**src/logic/scc_params.svh**
```systemverilog
`ifndef SCC_PARAMS_SVH
`define SCC_PARAMS_SVH

// ~~~~~~~~~~~~~~~~~~~~~~~~~~~~~~~~~~~~~~~~~~~~~~~~~~~~~~~~~~~~~~~~~~~~~~~~~~~~
// register indices reached through the wr0 pointer.
// ~~~~~~~~~~~~~~~~~~~~~~~~~~~~~~~~~~~~~~~~~~~~~~~~~~~~~~~~~~~~~~~~~~~~~~~~~~~~

`define SCC_IDX_WR9        4'd9         // master control, also carries reset commands.

// ~~~~~~~~~~~~~~~~~~~~~~~~~~~~~~~~~~~~~~~~~~~~~~~~~~~~~~~~~~~~~~~~~~~~~~~~~~~~
// values forced by the reset rules.
// ~~~~~~~~~~~~~~~~~~~~~~~~~~~~~~~~~~~~~~~~~~~~~~~~~~~~~~~~~~~~~~~~~~~~~~~~~~~~

`define SCC_WR15_RESET     8'b1111_1000 // all ext/status enables set, dcd included.
`define SCC_WR14_FULL_LOW  6'b11_0000   // wr14[5:0] after a full reset.
`define SCC_WR14_CHAN_MID  4'b1000      // wr14[5:2] after a channel reset.

// ~~~~~~~~~~~~~~~~~~~~~~~~~~~~~~~~~~~~~~~~~~~~~~~~~~~~~~~~~~~~~~~~~~~~~~~~~~~~
// wr0 command field, bits 5:3.
// ~~~~~~~~~~~~~~~~~~~~~~~~~~~~~~~~~~~~~~~~~~~~~~~~~~~~~~~~~~~~~~~~~~~~~~~~~~~~

`define SCC_CMD_POINT_HIGH 3'b001       // pointer gets +8.
`define SCC_CMD_RESET_EXT  3'b010       // clear ext/status pending, reopen latch.

`define SCC_VEC_NONE       3'b011       // vector status with nothing pending.

`endif

```
**src/logic/scc_bus_pkg.sv**
```systemverilog
package scc_bus_pkg;

	// ~~~~~~~~~~~~~~~~~~~~~~~~~~~~~~~~~~~~~~~~~~~~~~~~~~~~~~~~~~~~~~~~~~~~~~~~
	// cpu side of the scc: pointer, control writes, reset commands.
	// ~~~~~~~~~~~~~~~~~~~~~~~~~~~~~~~~~~~~~~~~~~~~~~~~~~~~~~~~~~~~~~~~~~~~~~~~

	// indirect register pointer, 16 slots.
	typedef logic [3:0] reg_index_t;

	// a control register write in this cycle.
	// at most one side bit is set, data is the raw cpu byte.
	typedef struct packed {
		logic       valid_a;	// side a control port.
		logic       valid_b;	// side b control port.
		reg_index_t index;	// active pointer at the time.
		logic [7:0] data;	// byte being written.
	} wr_strobe_t;

	// reset pulses decoded from wr9[7:6].
	// full is also high for the whole hardware reset.
	typedef struct packed {
		logic full;	// force hardware reset, or reset_hw.
		logic chan_a;	// channel a reset only.
		logic chan_b;	// channel b reset only.
	} reset_kind_t;

endpackage

```
**src/logic/scc_chan_pkg.sv**
```systemverilog
package scc_chan_pkg;

	// ~~~~~~~~~~~~~~~~~~~~~~~~~~~~~~~~~~~~~~~~~~~~~~~~~~~~~~~~~~~~~~~~~~~~~~~~
	// per channel state, as seen by the interrupt and read logic.
	// ~~~~~~~~~~~~~~~~~~~~~~~~~~~~~~~~~~~~~~~~~~~~~~~~~~~~~~~~~~~~~~~~~~~~~~~~

	// write registers that something outside the channel reads.
	// wr5 stays inside the channel.
	typedef struct packed {
		logic [7:0] wr1;	// interrupt enables, bit 0 is ext/status.
		logic [7:0] wr10;	// misc tx/rx control.
		logic [7:0] wr12;	// baud constant low.
		logic [7:0] wr13;	// baud constant high.
		logic [7:0] wr14;	// misc control.
		logic [7:0] wr15;	// ext/status enables, bit 3 is dcd.
	} chan_regs_t;

	// status out of the dcd latch.
	typedef struct packed {
		logic dcd_shown;	// what rr0[3] reports.
		logic ext_pending;	// ext/status interrupt pending.
	} chan_stat_t;

endpackage

```
**src/logic/scc_channel.sv**
```systemverilog
`include "scc_params.svh"

module scc_channel (
	input  logic                     clk,
	input  logic                     reset_hw,
	input  logic                     cen,
	input  logic                     cep,
	input  logic                     side,	// 1 serves side a, 0 side b.
	input  scc_bus_pkg::wr_strobe_t  wr,
	input  logic                     full_reset,
	input  logic                     chan_reset,
	input  logic                     dcd,	// raw pin, not synchronized.
	output scc_chan_pkg::chan_regs_t regs,
	output scc_chan_pkg::chan_stat_t stat
);

	logic       sel;	// control write aimed at this channel.
	logic [7:0] wr5;	// tx params, only the reset rule reads it.
	logic [7:0] wr1_kept;	// wr1 after any reset, bits 5 and 2 survive.
	logic [7:0] wr5_kept;	// wr5 after any reset, bits 6:5 and 0 survive.

	logic       latch_open;	// latch tracks nothing until it closes.
	logic       dcd_latch;	// captured dcd level.
	logic       ext_pending;	// ext/status interrupt pending.
	logic       dcd_ip;	// enabled dcd change seen.
	logic       do_latch;	// close the latch this cep.
	logic       do_ext_reset;	// wr0 reset ext/status command.

	assign sel      = side ? wr.valid_a : wr.valid_b;
	assign wr1_kept = {2'b00, regs.wr1[5], 2'b00, regs.wr1[2], 2'b00};
	assign wr5_kept = {1'b0, wr5[6:5], 4'b0000, wr5[0]};

	// ~~~~~~~~~~~~~~~~~~~~~~~~~~~~~~~~~~~~~~~~~~~~~~~~~~~~~~~~~~~~~~~~~~~~~~~~
	// write registers. full reset first, then channel reset, then writes.
	// ~~~~~~~~~~~~~~~~~~~~~~~~~~~~~~~~~~~~~~~~~~~~~~~~~~~~~~~~~~~~~~~~~~~~~~~~

	always_ff @(posedge clk or posedge reset_hw) begin
		if (reset_hw) begin
			regs.wr1  <= '0;
			wr5       <= '0;
			regs.wr10 <= '0;
			regs.wr12 <= '0;
			regs.wr13 <= '0;
			regs.wr14 <= {2'b00, `SCC_WR14_FULL_LOW};
			regs.wr15 <= `SCC_WR15_RESET;
		end else if (cen) begin
			if (full_reset) begin
				regs.wr1  <= wr1_kept;
				wr5       <= wr5_kept;
				regs.wr10 <= '0;
				regs.wr14 <= {regs.wr14[7:6], `SCC_WR14_FULL_LOW};	// top bits survive.
				regs.wr15 <= `SCC_WR15_RESET;
			end else if (chan_reset) begin
				regs.wr1  <= wr1_kept;
				wr5       <= wr5_kept;
				regs.wr10 <= {1'b0, regs.wr10[6:5], 5'b00000};	// keeps 6:5.
				regs.wr14 <= {regs.wr14[7:6], `SCC_WR14_CHAN_MID, regs.wr14[1:0]};
			end else if (sel) begin
				case (wr.index)
					4'd1:    regs.wr1  <= wr.data;
					4'd5:    wr5       <= wr.data;
					4'd10:   regs.wr10 <= wr.data;
					4'd12:   regs.wr12 <= wr.data;	// untouched by resets.
					4'd13:   regs.wr13 <= wr.data;	// same.
					4'd14:   regs.wr14 <= wr.data;
					4'd15:   regs.wr15 <= wr.data;	// only a full reset clears it.
					default: ;	// shared or command registers.
				endcase
			end
		end
	end

	// ~~~~~~~~~~~~~~~~~~~~~~~~~~~~~~~~~~~~~~~~~~~~~~~~~~~~~~~~~~~~~~~~~~~~~~~~
	// dcd latch and ext/status interrupt, stepped by cep.
	// ~~~~~~~~~~~~~~~~~~~~~~~~~~~~~~~~~~~~~~~~~~~~~~~~~~~~~~~~~~~~~~~~~~~~~~~~

	assign do_ext_reset = sel && wr.index == 4'd0 && wr.data[5:3] == `SCC_CMD_RESET_EXT;
	assign dcd_ip       = regs.wr15[3] && (dcd != dcd_latch);	// enabled and changed.
	assign do_latch     = latch_open && dcd_ip;

	always_ff @(posedge clk or posedge reset_hw) begin
		if (reset_hw) begin
			latch_open  <= 1'b1;
			dcd_latch   <= 1'b0;
			ext_pending <= 1'b0;
		end else if (cen && full_reset) begin
			latch_open  <= 1'b1;	// software full reset.
			dcd_latch   <= 1'b0;
			ext_pending <= 1'b0;
		end else if (cep) begin
			if (do_ext_reset) begin
				latch_open  <= 1'b1;
				ext_pending <= 1'b0;
			end else if (do_latch) begin
				latch_open <= 1'b0;
				dcd_latch  <= dcd;
				if (regs.wr1[0]) begin
					ext_pending <= 1'b1;	// only with ext/status irq enabled.
				end
			end
		end
	end

	assign stat.dcd_shown   = regs.wr15[3] ? dcd_latch : dcd;	// latched or live.
	assign stat.ext_pending = ext_pending;

	a_pend_enabled: assert property (@(posedge clk) disable iff (reset_hw)
		$rose(ext_pending) |-> $past(regs.wr1[0]))
		else $error("ext/status pending set with wr1[0] clear");

endmodule

```
**src/logic/scc_irq_ctrl.sv**
```systemverilog
`include "scc_params.svh"

module scc_irq_ctrl (
	input  logic                     clk,
	input  logic                     reset_hw,
	input  logic                     cen,
	input  scc_bus_pkg::wr_strobe_t  wr,
	input  scc_chan_pkg::chan_stat_t stat_a,
	input  scc_chan_pkg::chan_stat_t stat_b,
	output logic [7:0]               wr2,	// interrupt vector.
	output logic [7:0]               rr2_b,	// vector with status mixed in.
	output logic [7:0]               rr3_a,	// pending bits, both channels.
	output logic [5:0]               wr9,	// master control, command bits dropped.
	output logic                     irq_n
);

	logic       ctl_write;	// either side, these are shared.
	logic       any_pending;
	logic [2:0] vec_stat;	// highest ranked source.

	assign ctl_write = wr.valid_a | wr.valid_b;

	// software resets leave both alone.
	always_ff @(posedge clk or posedge reset_hw) begin
		if (reset_hw) begin
			wr2 <= '0;
			wr9 <= '0;
		end else if (cen && ctl_write) begin
			if (wr.index == 4'd2) begin
				wr2 <= wr.data;
			end
			if (wr.index == `SCC_IDX_WR9) begin
				wr9 <= wr.data[5:0];	// 7:6 are reset commands.
			end
		end
	end

	// rx/tx sources are not modelled, their bits read 0.
	assign rr3_a = {4'b0000, stat_a.ext_pending, 2'b00, stat_b.ext_pending};

	assign any_pending = stat_a.ext_pending | stat_b.ext_pending;
	assign vec_stat    = stat_a.ext_pending ? 3'b101 :	// a ext/status.
	                     stat_b.ext_pending ? 3'b001 :	// b ext/status.
	                     `SCC_VEC_NONE;

	// wr9[4] picks status high (reversed in 6:4) or status low (3:1).
	assign rr2_b = wr9[4] ? {wr2[7], vec_stat[0], vec_stat[1], vec_stat[2], wr2[3:0]} :
	                        {wr2[7:4], vec_stat, wr2[0]};

	assign irq_n = ~(wr9[3] & any_pending);	// wr9[3] is master enable.

	a_mie_gates_irq: assert property (@(posedge clk) disable iff (reset_hw)
		!wr9[3] |-> irq_n)
		else $error("irq_n low with master interrupt enable clear");

endmodule

```
**src/logic/scc_read_mux.sv**
```systemverilog
module scc_read_mux (
	input  logic [1:0]               rs,
	input  scc_bus_pkg::reg_index_t  index,
	input  logic [7:0]               data_a,
	input  logic [7:0]               data_b,
	input  logic [7:0]               wr2,
	input  logic [7:0]               rr2_b,
	input  logic [7:0]               rr3_a,
	input  scc_chan_pkg::chan_regs_t regs_a,
	input  scc_chan_pkg::chan_regs_t regs_b,
	input  scc_chan_pkg::chan_stat_t stat_a,
	input  scc_chan_pkg::chan_stat_t stat_b,
	output logic [7:0]               rdata
);

	localparam logic [7:0] rr1_fixed  = 8'h07;	// all sent, residue 011.
	localparam logic [7:0] rr10_fixed = 8'h00;	// no loop, no missing clocks.

	logic       side_a;
	logic [7:0] rr0_a;
	logic [7:0] rr0_b;
	logic [7:0] rr15_a;
	logic [7:0] rr15_b;

	assign side_a = rs[0];

	// tx underrun and tx empty always up, dcd from the channel.
	assign rr0_a = {3'b010, 1'b0, stat_a.dcd_shown, 3'b100};
	assign rr0_b = {3'b010, 1'b0, stat_b.dcd_shown, 3'b100};

	// rr15 mirrors wr15 less the unimplemented bits.
	assign rr15_a = {regs_a.wr15[7:3], 1'b0, regs_a.wr15[1], 1'b0};
	assign rr15_b = {regs_b.wr15[7:3], 1'b0, regs_b.wr15[1], 1'b0};

	always_comb begin
		if (rs[1]) begin
			rdata = side_a ? data_a : data_b;	// data port.
		end else begin
			case (index)
				4'd0, 4'd4:   rdata = side_a ? rr0_a : rr0_b;
				4'd1, 4'd5:   rdata = rr1_fixed;
				4'd2, 4'd6:   rdata = side_a ? wr2 : rr2_b;	// a reads plain vector.
				4'd3, 4'd7:   rdata = side_a ? rr3_a : 8'h00;	// b has no rr3.
				4'd8:         rdata = side_a ? data_a : data_b;
				4'd9, 4'd13:  rdata = side_a ? regs_a.wr13 : regs_b.wr13;
				4'd10, 4'd14: rdata = rr10_fixed;
				4'd12:        rdata = side_a ? regs_a.wr12 : regs_b.wr12;
				default:      rdata = side_a ? rr15_a : rr15_b;	// 11 and 15.
			endcase
		end
	end

endmodule

```
**src/logic/scc_reg_access.sv**
```systemverilog
`include "scc_params.svh"

module scc_reg_access (
	input  logic                     clk,
	input  logic                     reset_hw,
	input  logic                     cen,
	input  logic                     cs,
	input  logic                     we,
	input  logic [1:0]               rs,	// [1] data/ctl, [0] side a/b.
	input  logic [7:0]               wdata,
	output scc_bus_pkg::reg_index_t  index,
	output scc_bus_pkg::wr_strobe_t  wr,
	output scc_bus_pkg::reset_kind_t resets,
	output logic [7:0]               data_a,
	output logic [7:0]               data_b
);

	scc_bus_pkg::reg_index_t pointer;	// pending pointer.
	logic                    ctl_write;	// control write on either side.
	logic                    wr9_write;	// that write lands in wr9.

	// ~~~~~~~~~~~~~~~~~~~~~~~~~~~~~~~~~~~~~~~~~~~~~~~~~~~~~~~~~~~~~~~~~~~~~~~~
	// write strobe and reset decode.
	// ~~~~~~~~~~~~~~~~~~~~~~~~~~~~~~~~~~~~~~~~~~~~~~~~~~~~~~~~~~~~~~~~~~~~~~~~

	assign wr.valid_a = cs & we & ~rs[1] & rs[0];	// side a ctl.
	assign wr.valid_b = cs & we & ~rs[1] & ~rs[0];	// side b ctl.
	assign wr.index   = index;
	assign wr.data    = wdata;

	assign ctl_write = wr.valid_a | wr.valid_b;
	assign wr9_write = ctl_write && (index == `SCC_IDX_WR9);	// shared, side ignored.

	assign resets.full   = reset_hw | (wr9_write && wdata[7:6] == 2'b11);
	assign resets.chan_a = wr9_write && wdata[7:6] == 2'b10;
	assign resets.chan_b = wr9_write && wdata[7:6] == 2'b01;

	// ~~~~~~~~~~~~~~~~~~~~~~~~~~~~~~~~~~~~~~~~~~~~~~~~~~~~~~~~~~~~~~~~~~~~~~~~
	// pointer. wr0 loads it, any other ctl access drops it back to 0.
	// ~~~~~~~~~~~~~~~~~~~~~~~~~~~~~~~~~~~~~~~~~~~~~~~~~~~~~~~~~~~~~~~~~~~~~~~~

	always_ff @(posedge clk or posedge reset_hw) begin
		if (reset_hw) begin
			pointer <= '0;
		end else if (cen && cs && !rs[1]) begin
			if (we && index == 4'd0) begin
				pointer <= {wdata[5:3] == `SCC_CMD_POINT_HIGH, wdata[2:0]};	// low bits + high.
			end else begin
				pointer <= '0;	// read or write of any other register.
			end
		end
	end

	// move over only between cpu cycles so rdata holds still.
	always_ff @(posedge clk or posedge reset_hw) begin
		if (reset_hw) begin
			index <= '0;
		end else if (!cs) begin
			index <= pointer;
		end
	end

	// data ports, no pointer involved.
	always_ff @(posedge clk) begin
		if (cen && cs && we && rs[1]) begin
			if (rs[0]) begin
				data_a <= wdata;
			end else begin
				data_b <= wdata;
			end
		end
	end

	a_one_side: assert property (@(posedge clk) disable iff (reset_hw)
		$onehot0({wr.valid_a, wr.valid_b}))
		else $error("control write strobed on both sides");

endmodule

```
**src/logic/scc_top.sv**
```systemverilog
module scc_top (
	input  logic       clk,
	input  logic       cep,
	input  logic       cen,
	input  logic       reset_hw,
	input  logic       cs,
	input  logic       we,
	input  logic [1:0] rs,	// [1] data/ctl, [0] side a/b.
	input  logic [7:0] wdata,
	output logic [7:0] rdata,
	output logic       irq_n,
	input  logic       rxd,	// shifters not modelled.
	input  logic       cts,
	input  logic       dcd_a,
	input  logic       dcd_b,
	output logic       txd,
	output logic       rts,
	output logic       wreq
);

	scc_bus_pkg::reg_index_t  index;
	scc_bus_pkg::wr_strobe_t  wr;
	scc_bus_pkg::reset_kind_t resets;
	scc_chan_pkg::chan_regs_t regs_a;
	scc_chan_pkg::chan_regs_t regs_b;
	scc_chan_pkg::chan_stat_t stat_a;
	scc_chan_pkg::chan_stat_t stat_b;
	logic [7:0]               data_a;
	logic [7:0]               data_b;
	logic [7:0]               wr2;
	logic [7:0]               rr2_b;
	logic [7:0]               rr3_a;

	scc_reg_access access (.clk, .reset_hw, .cen, .cs, .we, .rs, .wdata,
		.index, .wr, .resets, .data_a, .data_b);

	scc_channel chan_a (.clk, .reset_hw, .cen, .cep, .side(1'b1), .wr,
		.full_reset(resets.full), .chan_reset(resets.chan_a), .dcd(dcd_a),
		.regs(regs_a), .stat(stat_a));

	scc_channel chan_b (.clk, .reset_hw, .cen, .cep, .side(1'b0), .wr,
		.full_reset(resets.full), .chan_reset(resets.chan_b), .dcd(dcd_b),
		.regs(regs_b), .stat(stat_b));

	scc_irq_ctrl irq (.clk, .reset_hw, .cen, .wr, .stat_a, .stat_b,
		.wr2, .rr2_b, .rr3_a, .wr9(), .irq_n);

	scc_read_mux read_mux (.rs, .index, .data_a, .data_b, .wr2, .rr2_b, .rr3_a,
		.regs_a, .regs_b, .stat_a, .stat_b, .rdata);

	assign txd  = 1'b1;	// idle line.
	assign rts  = 1'b1;	// drivers off.
	assign wreq = 1'b1;	// no request.

endmodule

```
**config.mk**
```make
export PLATFORM = sky130hd
export DESIGN_NAME = scc_top
export DESIGN_NICKNAME = d
export VERILOG_FILES = /design/src/logic/scc_bus_pkg.sv /design/src/logic/scc_chan_pkg.sv /design/src/logic/scc_channel.sv /design/src/logic/scc_irq_ctrl.sv /design/src/logic/scc_read_mux.sv /design/src/logic/scc_reg_access.sv /design/src/logic/scc_top.sv
export VERILOG_INCLUDE_DIRS = /design/src /design/src/logic
export SDC_FILE = /design/constraint.sdc
export NUM_CORES = 1
export LEC_CHECK = 0
export ABC_CLOCK_PERIOD_IN_PS = 3000
export BUFFER_PORTS_ARGS = -buffer_cell sky130_fd_sc_hd__buf_2
export CAP_MARGIN = 20
export CORE_UTILIZATION = 30
export DETAILED_ROUTE_END_ITERATION = 8
export SLEW_MARGIN = 10
export SYNTH_ARGS = -nofsm -noshare
export SYNTH_HDL_FRONTEND = slang
export SYNTH_SLANG_ARGS = --single-unit
export TNS_END_PERCENT = 100
```
**constraint.sdc**
```tcl
create_clock -name clk -period 3 [get_ports clk]
set_input_delay 0.45 -clock clk [delete_from_list [all_inputs] [get_ports clk]]
set_output_delay 0.45 -clock clk [all_outputs]
set_load 0.1 [all_outputs]
```
After elaboration in Yosys (flattened, before gate mapping)
Index checks and enable logic that the tools add are counted.

Register bits after elaboration: 97. Bits of input ports: 20. Output and inout bits: 12. Logic and storage cells: 183.

Eq/ne operators: 25. Mux-type cells: 61. Bitwise logic cells: 14. Reduce and logical (&&, ||, !) cells: 61.

Operators by type and width (number): $mux W8 (17); $mux W41 (2); $pmux W8 S8 (1); $mux W9 (4); $mux W1 (30); $reduce_and A5 Y1 (6); $eq A4 B4 Y1 const B (7); $reduce_bool A3 Y1 (8); $logic_and A1 B1 Y1 (19); $reduce_and A3 Y1 (6); $eq A4 B3 Y1 const B (4); $mux W7 (2); $mux W4 (3); $reduce_and A2 Y1 (6); $reduce_bool A2 Y1 (6); $reduce_or A2 Y1 (6); $eq A4 B2 Y1 const B (2); $reduce_and A4 Y1 (2); $not A1 Y1 (6); $and A1 B1 Y1 (5); $eq A2 B2 Y1 const B (2); $eq A4 B1 Y1 const B (1); $logic_not A4 Y1 (1); $ne A2 B1 Y1 const B (2); 9 further kinds (13).

Depth between registers and ports, before layout
Gate-level depths: netlist of run 1.

Depth after elaboration: 10. Mapped depth: 7. Mapped depth without buffers: 5.

Modules after synthesis
A second synthesis of run 1 with hierarchy kept.

Cell total of the unflattened synthesis: 581. Area total of the unflattened synthesis: 6979.2 µm².

By module, submodules not included: scc_channel (instances 2, cells an instance 166, area each 2182.1 µm², sequential area each 1286.2 µm²); scc_reg_access (instances 1, cells an instance 71, area each 997.2 µm², sequential area each 680.7 µm²); scc_read_mux (instances 1, cells an instance 118, area each 864.6 µm², sequential area each 0.0 µm²); scc_irq_ctrl (instances 1, cells an instance 55, area each 723.2 µm², sequential area each 350.3 µm²); scc_top (instances 1, cells an instance 5, area each 30.0 µm², sequential area each 0.0 µm²).

Worst setup path after synthesis of run 1
Ideal clock, no wire load.

Path type: input -> output. From: input rs[0]. To: output rdata[5]. Arrival time: 3612 ps. Setup slack: -1062 ps. Stages on the path: 7. Buffers on the path: 3. Path through: buf_4 buf_4 buf_2 a21oi_1 a22oi_1 a21oi_1 o32ai_1.

Longest elaborated chain between the ends: 3. Elaborated cells between the ends (all ways): 7. Those cells by class: 7 x mux.

Ends and longest elaborated chain: start: declaration (RTL line scc_top.sv:8) `input logic [1:0] rs,`; $mux W8, or another cell as far along (RTL line scc_read_mux.sv:48) `default: rdata = side_a ? rr15_a : rr15_b;`; $pmux W8 S8 (RTL line scc_read_mux.sv:39) `case (index)`; $mux W8 * (RTL line scc_read_mux.sv:36) `if (rs[1]) begin`; end: declaration (RTL line scc_top.sv:10) `output logic [7:0] rdata,`.

Every way passes the cells marked *; elsewhere a longest branch is shown, timed or not.

Final worst setup path of run 1
From: register access.index[0]. To: output rdata[4].

Longest elaborated chain between the ends: 4. Elaborated cells between the ends (all ways): 22. Those cells by class: 13 x eq/ne; 2 x mux; 7 x reduce/logical.

Ends and longest elaborated chain: start: declaration (RTL line scc_reg_access.sv:11) `output scc_bus_pkg::reg_index_t index,`; start signal: assignment (RTL line scc_reg_access.sv:59) `index <= pointer;`; $eq A4 B4 Y1, or another cell as far along (RTL line scc_read_mux.sv:39); $reduce_or A2 Y1 (RTL line scc_read_mux.sv:39); $pmux W8 S8 * (RTL line scc_read_mux.sv:39); $mux W8 * (RTL line scc_read_mux.sv:36).

Marked as above.

==> metrics, run 1 <==
simple-gate share of the synthesized area=0.123; Fin Clk Skew=0.00519 ns; number of I/O port buffers=26; status=complete, no violations; CP Capture Type=output port; Num CTS Buffers=9; Placed Cells=578; top post-synthesis cells by area=dfrtp_1 (33%), edfxtp_1 (11%), mux2_2 (7.7%); Final period util=0.975; CTS HTree Levels=3; initial DRC count=247; Layout area overhead=16.3%; Top FF cell, synth=dfrtp_1; Hold Path Class=primary input to async pin; Longest Clk Path Bufs=2; post-synth top area share=0.331; vias in the first global route=3354; Max Slew Vio Count=0; Worst R2R Path Depth=5; Critical R2R Launch=access.index[0]; CTS tree=built; fillers=1370; dpl cell area=4800 um^2; met3 wire length=768 um; leading cell type in the layout, fill and taps excluded=dfrtp_1; fmax=0.342 GHz; post-synth top area cell=dfrtp_1; # clock sinks=86; CTS Hold Bufs=0; Yosys warnings=0; Logic pwr share=0.192; internal cell power=2.12 mW; vias per inst=5.40; WP buf/inv=1; Ant. Diodes=0; slowest CP cell=dfrtp_1; NetSw=0.880 mW; Mapped Cells=383; Post-DRT Antenna Nets=0; largest family of logic cells by synthesized area=multiplexers; sequential area share after synthesis=0.513; Setup Viol. Count Final=0; multiplexer share of the synthesized area=0.177; WL final=11600 um; Post-synth ARST share=0.814; global placement routability congestion=0.902; # IOs=32; Post-synth EDFFs=16; Sequential Power Share=0.444; CP arrival=2.48 ns; crit-path most repeated cell=a21oi_1; Synth Area per Inst=11.4 um^2; mean routed wirelength per cell=19.4 um; first drt pass iteration count=4; Post-Layout Inst Area=5100 um^2; RSZ-0062 raised after global routing=false; first-pass GRT wire length=18800 um; Clock transition at path regs=0.06 ns; largest net degree at the start of global routing=52; Top delay family on crit path=compound AO/OA/AOI/OAI gates; M1 WL=5100 um; critical-path maximum fanout=16; most frequent cells in the layout=dfrtp_1 (58), mux2_2 (30), mux2i_1 (26); Final Instance Count excl. Fillers=594; Max VDD drop=0.000315 V; worst path required time=2.55 ns; FF+latch count, synth=86; Post-DP HPWL=8310 um; die area=15100 um^2; drt drc=0; Slew headroom=0.410; Max Cap Viol=0; Post-Syn Area=4380 um^2; met2 routed WL=5400 um; final design utilization=0.363; clock power share=0.364; Pwr Density=589 nW/um^2; r2r setup slk=0.57 ns; hold violation count in the final report=0; Slew @ Worst Pin=0.881 ns; Global Route Usage Sum=0.169; XOR/XNOR Fraction of Synth Area=0.00400; Startpoint Class=register; Final min period=2.93 ns; antenna violations before repair=0; count of cell types in the netlist=64; biggest cell delay along the critical path=0.60 ns; Layout Nets=429; Die Span Y=123 um; Clk Latency, worst-skew pair=0.34 ns; leak pwr=2.24 nW; initial core utilization=0.312; Core ar.=14000 um^2; global route overflow=0; clock root buffer master=clkbuf_16; layout cells sized above 1=0.290; worst setup path category=register to output port; switch share=0.293; critical path, cell by cell=nor2b_1, a22oi_1, a21oi_1, a21oi_1, o32ai_2, buf_12; die width=123 um; post-synthesis compound-gate area fraction=0.140; max layer used=met4; FF-to-FF End=chan_a.regs[22]; vias=3205; row count=43; Synth Area in Adders=0
cells in the mapped netlist (5+ instances only):
| library cell | instances |
|---|---|
| buf_4 | 6 |
| a22o_1 | 6 |
| dfstp_2 | 12 |
| nand3_1 | 14 |
| edfxtp_1 | 16 |
| clkbuf_1 | 6 |
| and2_1 | 5 |
| mux2_4 | 8 |
| nor2_1 | 23 |
| nand2_1 | 22 |
| buf_2 | 7 |
| a21oi_1 | 18 |
| o22a_1 | 6 |
| dfrtp_1 | 58 |
| inv_1 | 12 |
| mux2i_1 | 26 |
| mux2_1 | 5 |
| mux2_2 | 30 |
| o21ai_0 | 22 |
flip-flops by register name (all words and copies together), names as in the netlist:
signal and flops:
chan_b.ext_pending 1, irq.wr9 2, chan_b.latch_open 1, access.index 4, access.data_a 8, chan_a.regs 23
chan_a.latch_open 1, chan_b.dcd_latch 1, chan_b.regs 23, chan_a.dcd_latch 1, access.data_b 8, irq.wr2 8
access.pointer 4, chan_a.ext_pending 1
routing by layer:
layer	up-vias	global-route usage
met4	0	0.0602
met5	-	0
met1	1610	0.222
met3	20	0.0502
li1	1462	-
met2	113	0.264
area by class of cell:
type	count	area, um^2	area share
clock buffer	11	233	0.0456
clock inverter	5	56.3	0.0110
inverter	12	45.0	0.00883
multi-input combinational	261	1990	0.391
sequential	86	2250	0.441
tap	180	225	0.0442
timing repair buffer	39	300	0.0589
stage by stage:
step	total power [mW]	setup TNS, ns	hold WS, ns	setup WS, ns
floorplan	1.76	-0.0535	0.449	-0.0535
global placement	1.91	0	0.464	0.291
detailed placement	1.92	0	0.470	0.262
CTS	3.02	0	0.217	0.130
global route	3.13	0	0.271	0.0192
finish	3.00	0	0.223	0.0746
repair_timing:
| item | 4_1_cts | 5_1_grt |
|---|---|---|
| setup endpoints to repair | 0 | 1 |
| endpoints found under the hold margin | 0 | 0 |
| buffers inserted | 0 | 0 |
| resized for setup | 0 | 1 |
kinds of logic after synthesis:
logic type,after synthesis
compound gates,90
simple gates,97
xor+xnor,2
other cells,1
flops,86
buf+inv,38
mux,69
worst max path at each step:
stage                                from        to  slack (ns)  cells after the start
after floorplan                     rs[0]  rdata[5]       -0.05                      7
after global placement              rs[0]  rdata[6]        0.29                      8
after detailed placement            rs[0]  rdata[6]        0.26                      8
after CTS                 access.index[0]  rdata[4]        0.13                      6
after global routing      access.index[0]  rdata[4]        0.02                      6
final                     access.index[0]  rdata[4]        0.07                      6
worst register-to-register path: cells and delay by family (launching register included):
kind          cells  cell delay, ns
simple gates      4            1.20
mux               1            0.40
flops             1            0.72
power groups by stage:
stage / clock (mW) / sequential (mW) / combinational, mW
floorplan: 0 / 1.31 / 0.442
global placement: 0 / 1.35 / 0.563
detailed placement: 0 / 1.35 / 0.571
CTS: 1.12 / 1.33 / 0.575
global route: 1.17 / 1.34 / 0.616
finish: 1.09 / 1.33 / 0.577
Note: power is estimated with default switching activity, not from simulation.
==> run 2, diff against run 1 <==
==> constraint.sdc (replaced) <==
create_clock -name clk -period 3 [get_ports clk]
set_input_delay 0.45 -clock clk [delete_from_list [all_inputs] [get_ports clk]]
set_output_delay 0.45 -clock clk [all_outputs]
set_load 0.02 [all_outputs]
==> metrics, run 2 (same netlist as run 1, synthesis figures left out) <==
status=complete, no violations; worst setup path category=register to output port; Setup Viol. Count Final=0 (unchanged); Fin Clk Skew=0.00920 ns (+0.00401 ns); number of I/O port buffers=26 (unchanged); Post-DP HPWL=8190 um (-1.4%); Hold Path Class=primary input to async pin; most frequent cells in the layout=dfrtp_1 (58), mux2_2 (30), mux2i_1 (26), buf_2 (26), nor2_1 (23); Max VDD drop=0.000270 V (-14%); setup_tns=0 ns (unchanged); Longest Clk Path Bufs=2 (unchanged); # IOs=32 (unchanged); top flop regs=chan_a.regs (23), chan_b.regs (23); internal cell power=2.01 mW (-5.4%); die area=15100 um^2 (unchanged); biggest cell delay along the critical path=0.72 ns (+0.12 ns); vias=3203 (-0.062%); CP arrival=2.37 ns (-0.11 ns); Post-CTS Resized=0 (unchanged); initial core utilization=0.312 (unchanged); Post-DRT Antenna Nets=0 (unchanged); initial DRC count=263 (+6.5%); Final period util=0.939 (-0.0361); Num CTS Buffers=9 (unchanged); mean routed wirelength per cell=19.3 um (-1.0%); hold violation count in the final report=0 (unchanged); worst path required time=2.55 ns (about the same); vias per inst=5.43 (+0.62%); switch share=0.280 (-0.0128); CP Capture Type=output port; die width=123 um (unchanged); row count=43 (unchanged); Hold Slack=0.314 ns (+0.0912 ns); fillers=1368 (-0.15%); antenna violations before repair=0 (unchanged); post-CTS setup buffer count=0 (unchanged); Pwr Density=564 nW/um^2 (-4.2%); Max Cap Viol=0 (unchanged); Startpoint Class=register; clock power share=0.366 (+0.002); first-pass GRT wire length=17900 um (-4.4%); final setup margin=0.183 ns (+0.108 ns); Logic pwr share=0.160 (-0.032); RSZ-0062 raised after global routing=false; crit-path most repeated cell=o21ai_0; critical-path maximum fanout=17 (+1); Ant. Diodes=0 (unchanged); Global Route Usage Sum=0.163 (-0.00607); slowest CP cell=dfrtp_1; Clk Latency, worst-skew pair=0.34 ns (about the same); pre-CTS setup slack=0.390 ns (+0.128 ns); layout cells sized above 1=0.271 (-0.0191); largest net degree at the start of global routing=34 (-35%); drt drc=0 (unchanged); Core ar.=14000 um^2 (unchanged); WL final=11400 um (-1.7%); Max Slew Vio Count=0 (unchanged); Layout Nets=425 (-0.93%); Die Span Y=123 um (unchanged); global placement routability congestion=0.903 (about the same); Slew headroom=0.547 (+0.137); CTS tree=built; # clock sinks=86 (unchanged); CTS HTree Levels=3 (unchanged); first drt pass iteration count=5 (+1); critical path, cell by cell=nand2_2, nor2_1, a21oi_1, o21ai_0, o21ai_0, buf_2; clock root buffer master=clkbuf_16; Final min period=2.82 ns (-0.108 ns); Slew @ Worst Pin=0.677 ns (-0.204 ns); global route overflow=0 (unchanged); leak pwr=2.18 nW (-2.6%); leading cell type in the layout, fill and taps excluded=dfrtp_1; NetSw=0.781 mW (-11%); Sequential Power Share=0.474 (+0.030); vias in the first global route=3147 (-6.2%); Layout area overhead=12.8%; CTS Hold Bufs=0 (unchanged); r2r setup slk=0.67 ns (+0.10 ns); Clock transition at path regs=0.06 ns (about the same); fmax=0.355 GHz (+3.8%)
run 2: cell count changes in the layout (fill, tap and decap cells not counted), sizes merged:
cell,change
clkinv,+5
inv,-2
clkbuf,-2
buf,-4
bufinv,-1
run 2: power groups by stage:
stage / combinational [mW] / clock (mW) / sequential (mW)
after global placement: 0.432 / 0 / 1.34
final: 0.445 / 1.02 / 1.32
after CTS: 0.441 / 1.04 / 1.32
after detailed placement: 0.439 / 0 / 1.34
after global routing: 0.480 / 1.10 / 1.33
after floorplan: 0.330 / 0 / 1.31
run 2: cell type report:
type                            count  area, um^2  area share
Tap cell                          180         225      0.0456
Clock buffer                        9         225      0.0456
Multi-Input combinational cell    261        1950       0.395
Clock inverter                      7        50.0      0.0101
Sequential cell                    86        2250       0.455
Inverter                           12        45.0     0.00911
Timing Repair Buffer               35         198      0.0400
run 2: final timing paths:
kind                                 startpoint               end  cells after the start
worst max-delay path            access.index[3]          rdata[1]                      6
worst min-delay path                   reset_hw   chan_a.regs[31]                      2
worst max register to register  access.index[3]   chan_a.regs[21]                      5
worst min register to register  chan_b.regs[19]   chan_b.regs[19]                      1
max in group asynchronous              reset_hw    chan_a.regs[7]                      3
min in group clk                          dcd_a  chan_a.dcd_latch                      3
run 2: critical path: cells and delay by family, from the launching register on:
family / cells / cell delay [ns]
compound gates: 3 / 0.45
buf+inv: 1 / 0.19
flops: 1 / 0.72
simple gates: 2 / 0.67
run 2: per-layer routing:
layer | up-vias | GRT usage | routed length (um)
li1 | 1453 | - | -
met1 | 1615 | 0.220 | 5260
met2 | 110 | 0.254 | 5200
met3 | 25 | 0.0311 | 555
met4 | 0 | 0.0724 | 341
met5 | - | 0 | 0
run 2: metrics by stage:
step                cells   util  area [um^2]  total power, mW
floorplan             385      -         4390             1.64
global placement      574  0.332         4670             1.77
detailed placement    574  0.332         4670             1.78
CTS                   590  0.352         4940             2.80
global route          590  0.352         4940             2.91
finish                590  0.352         4940             2.79
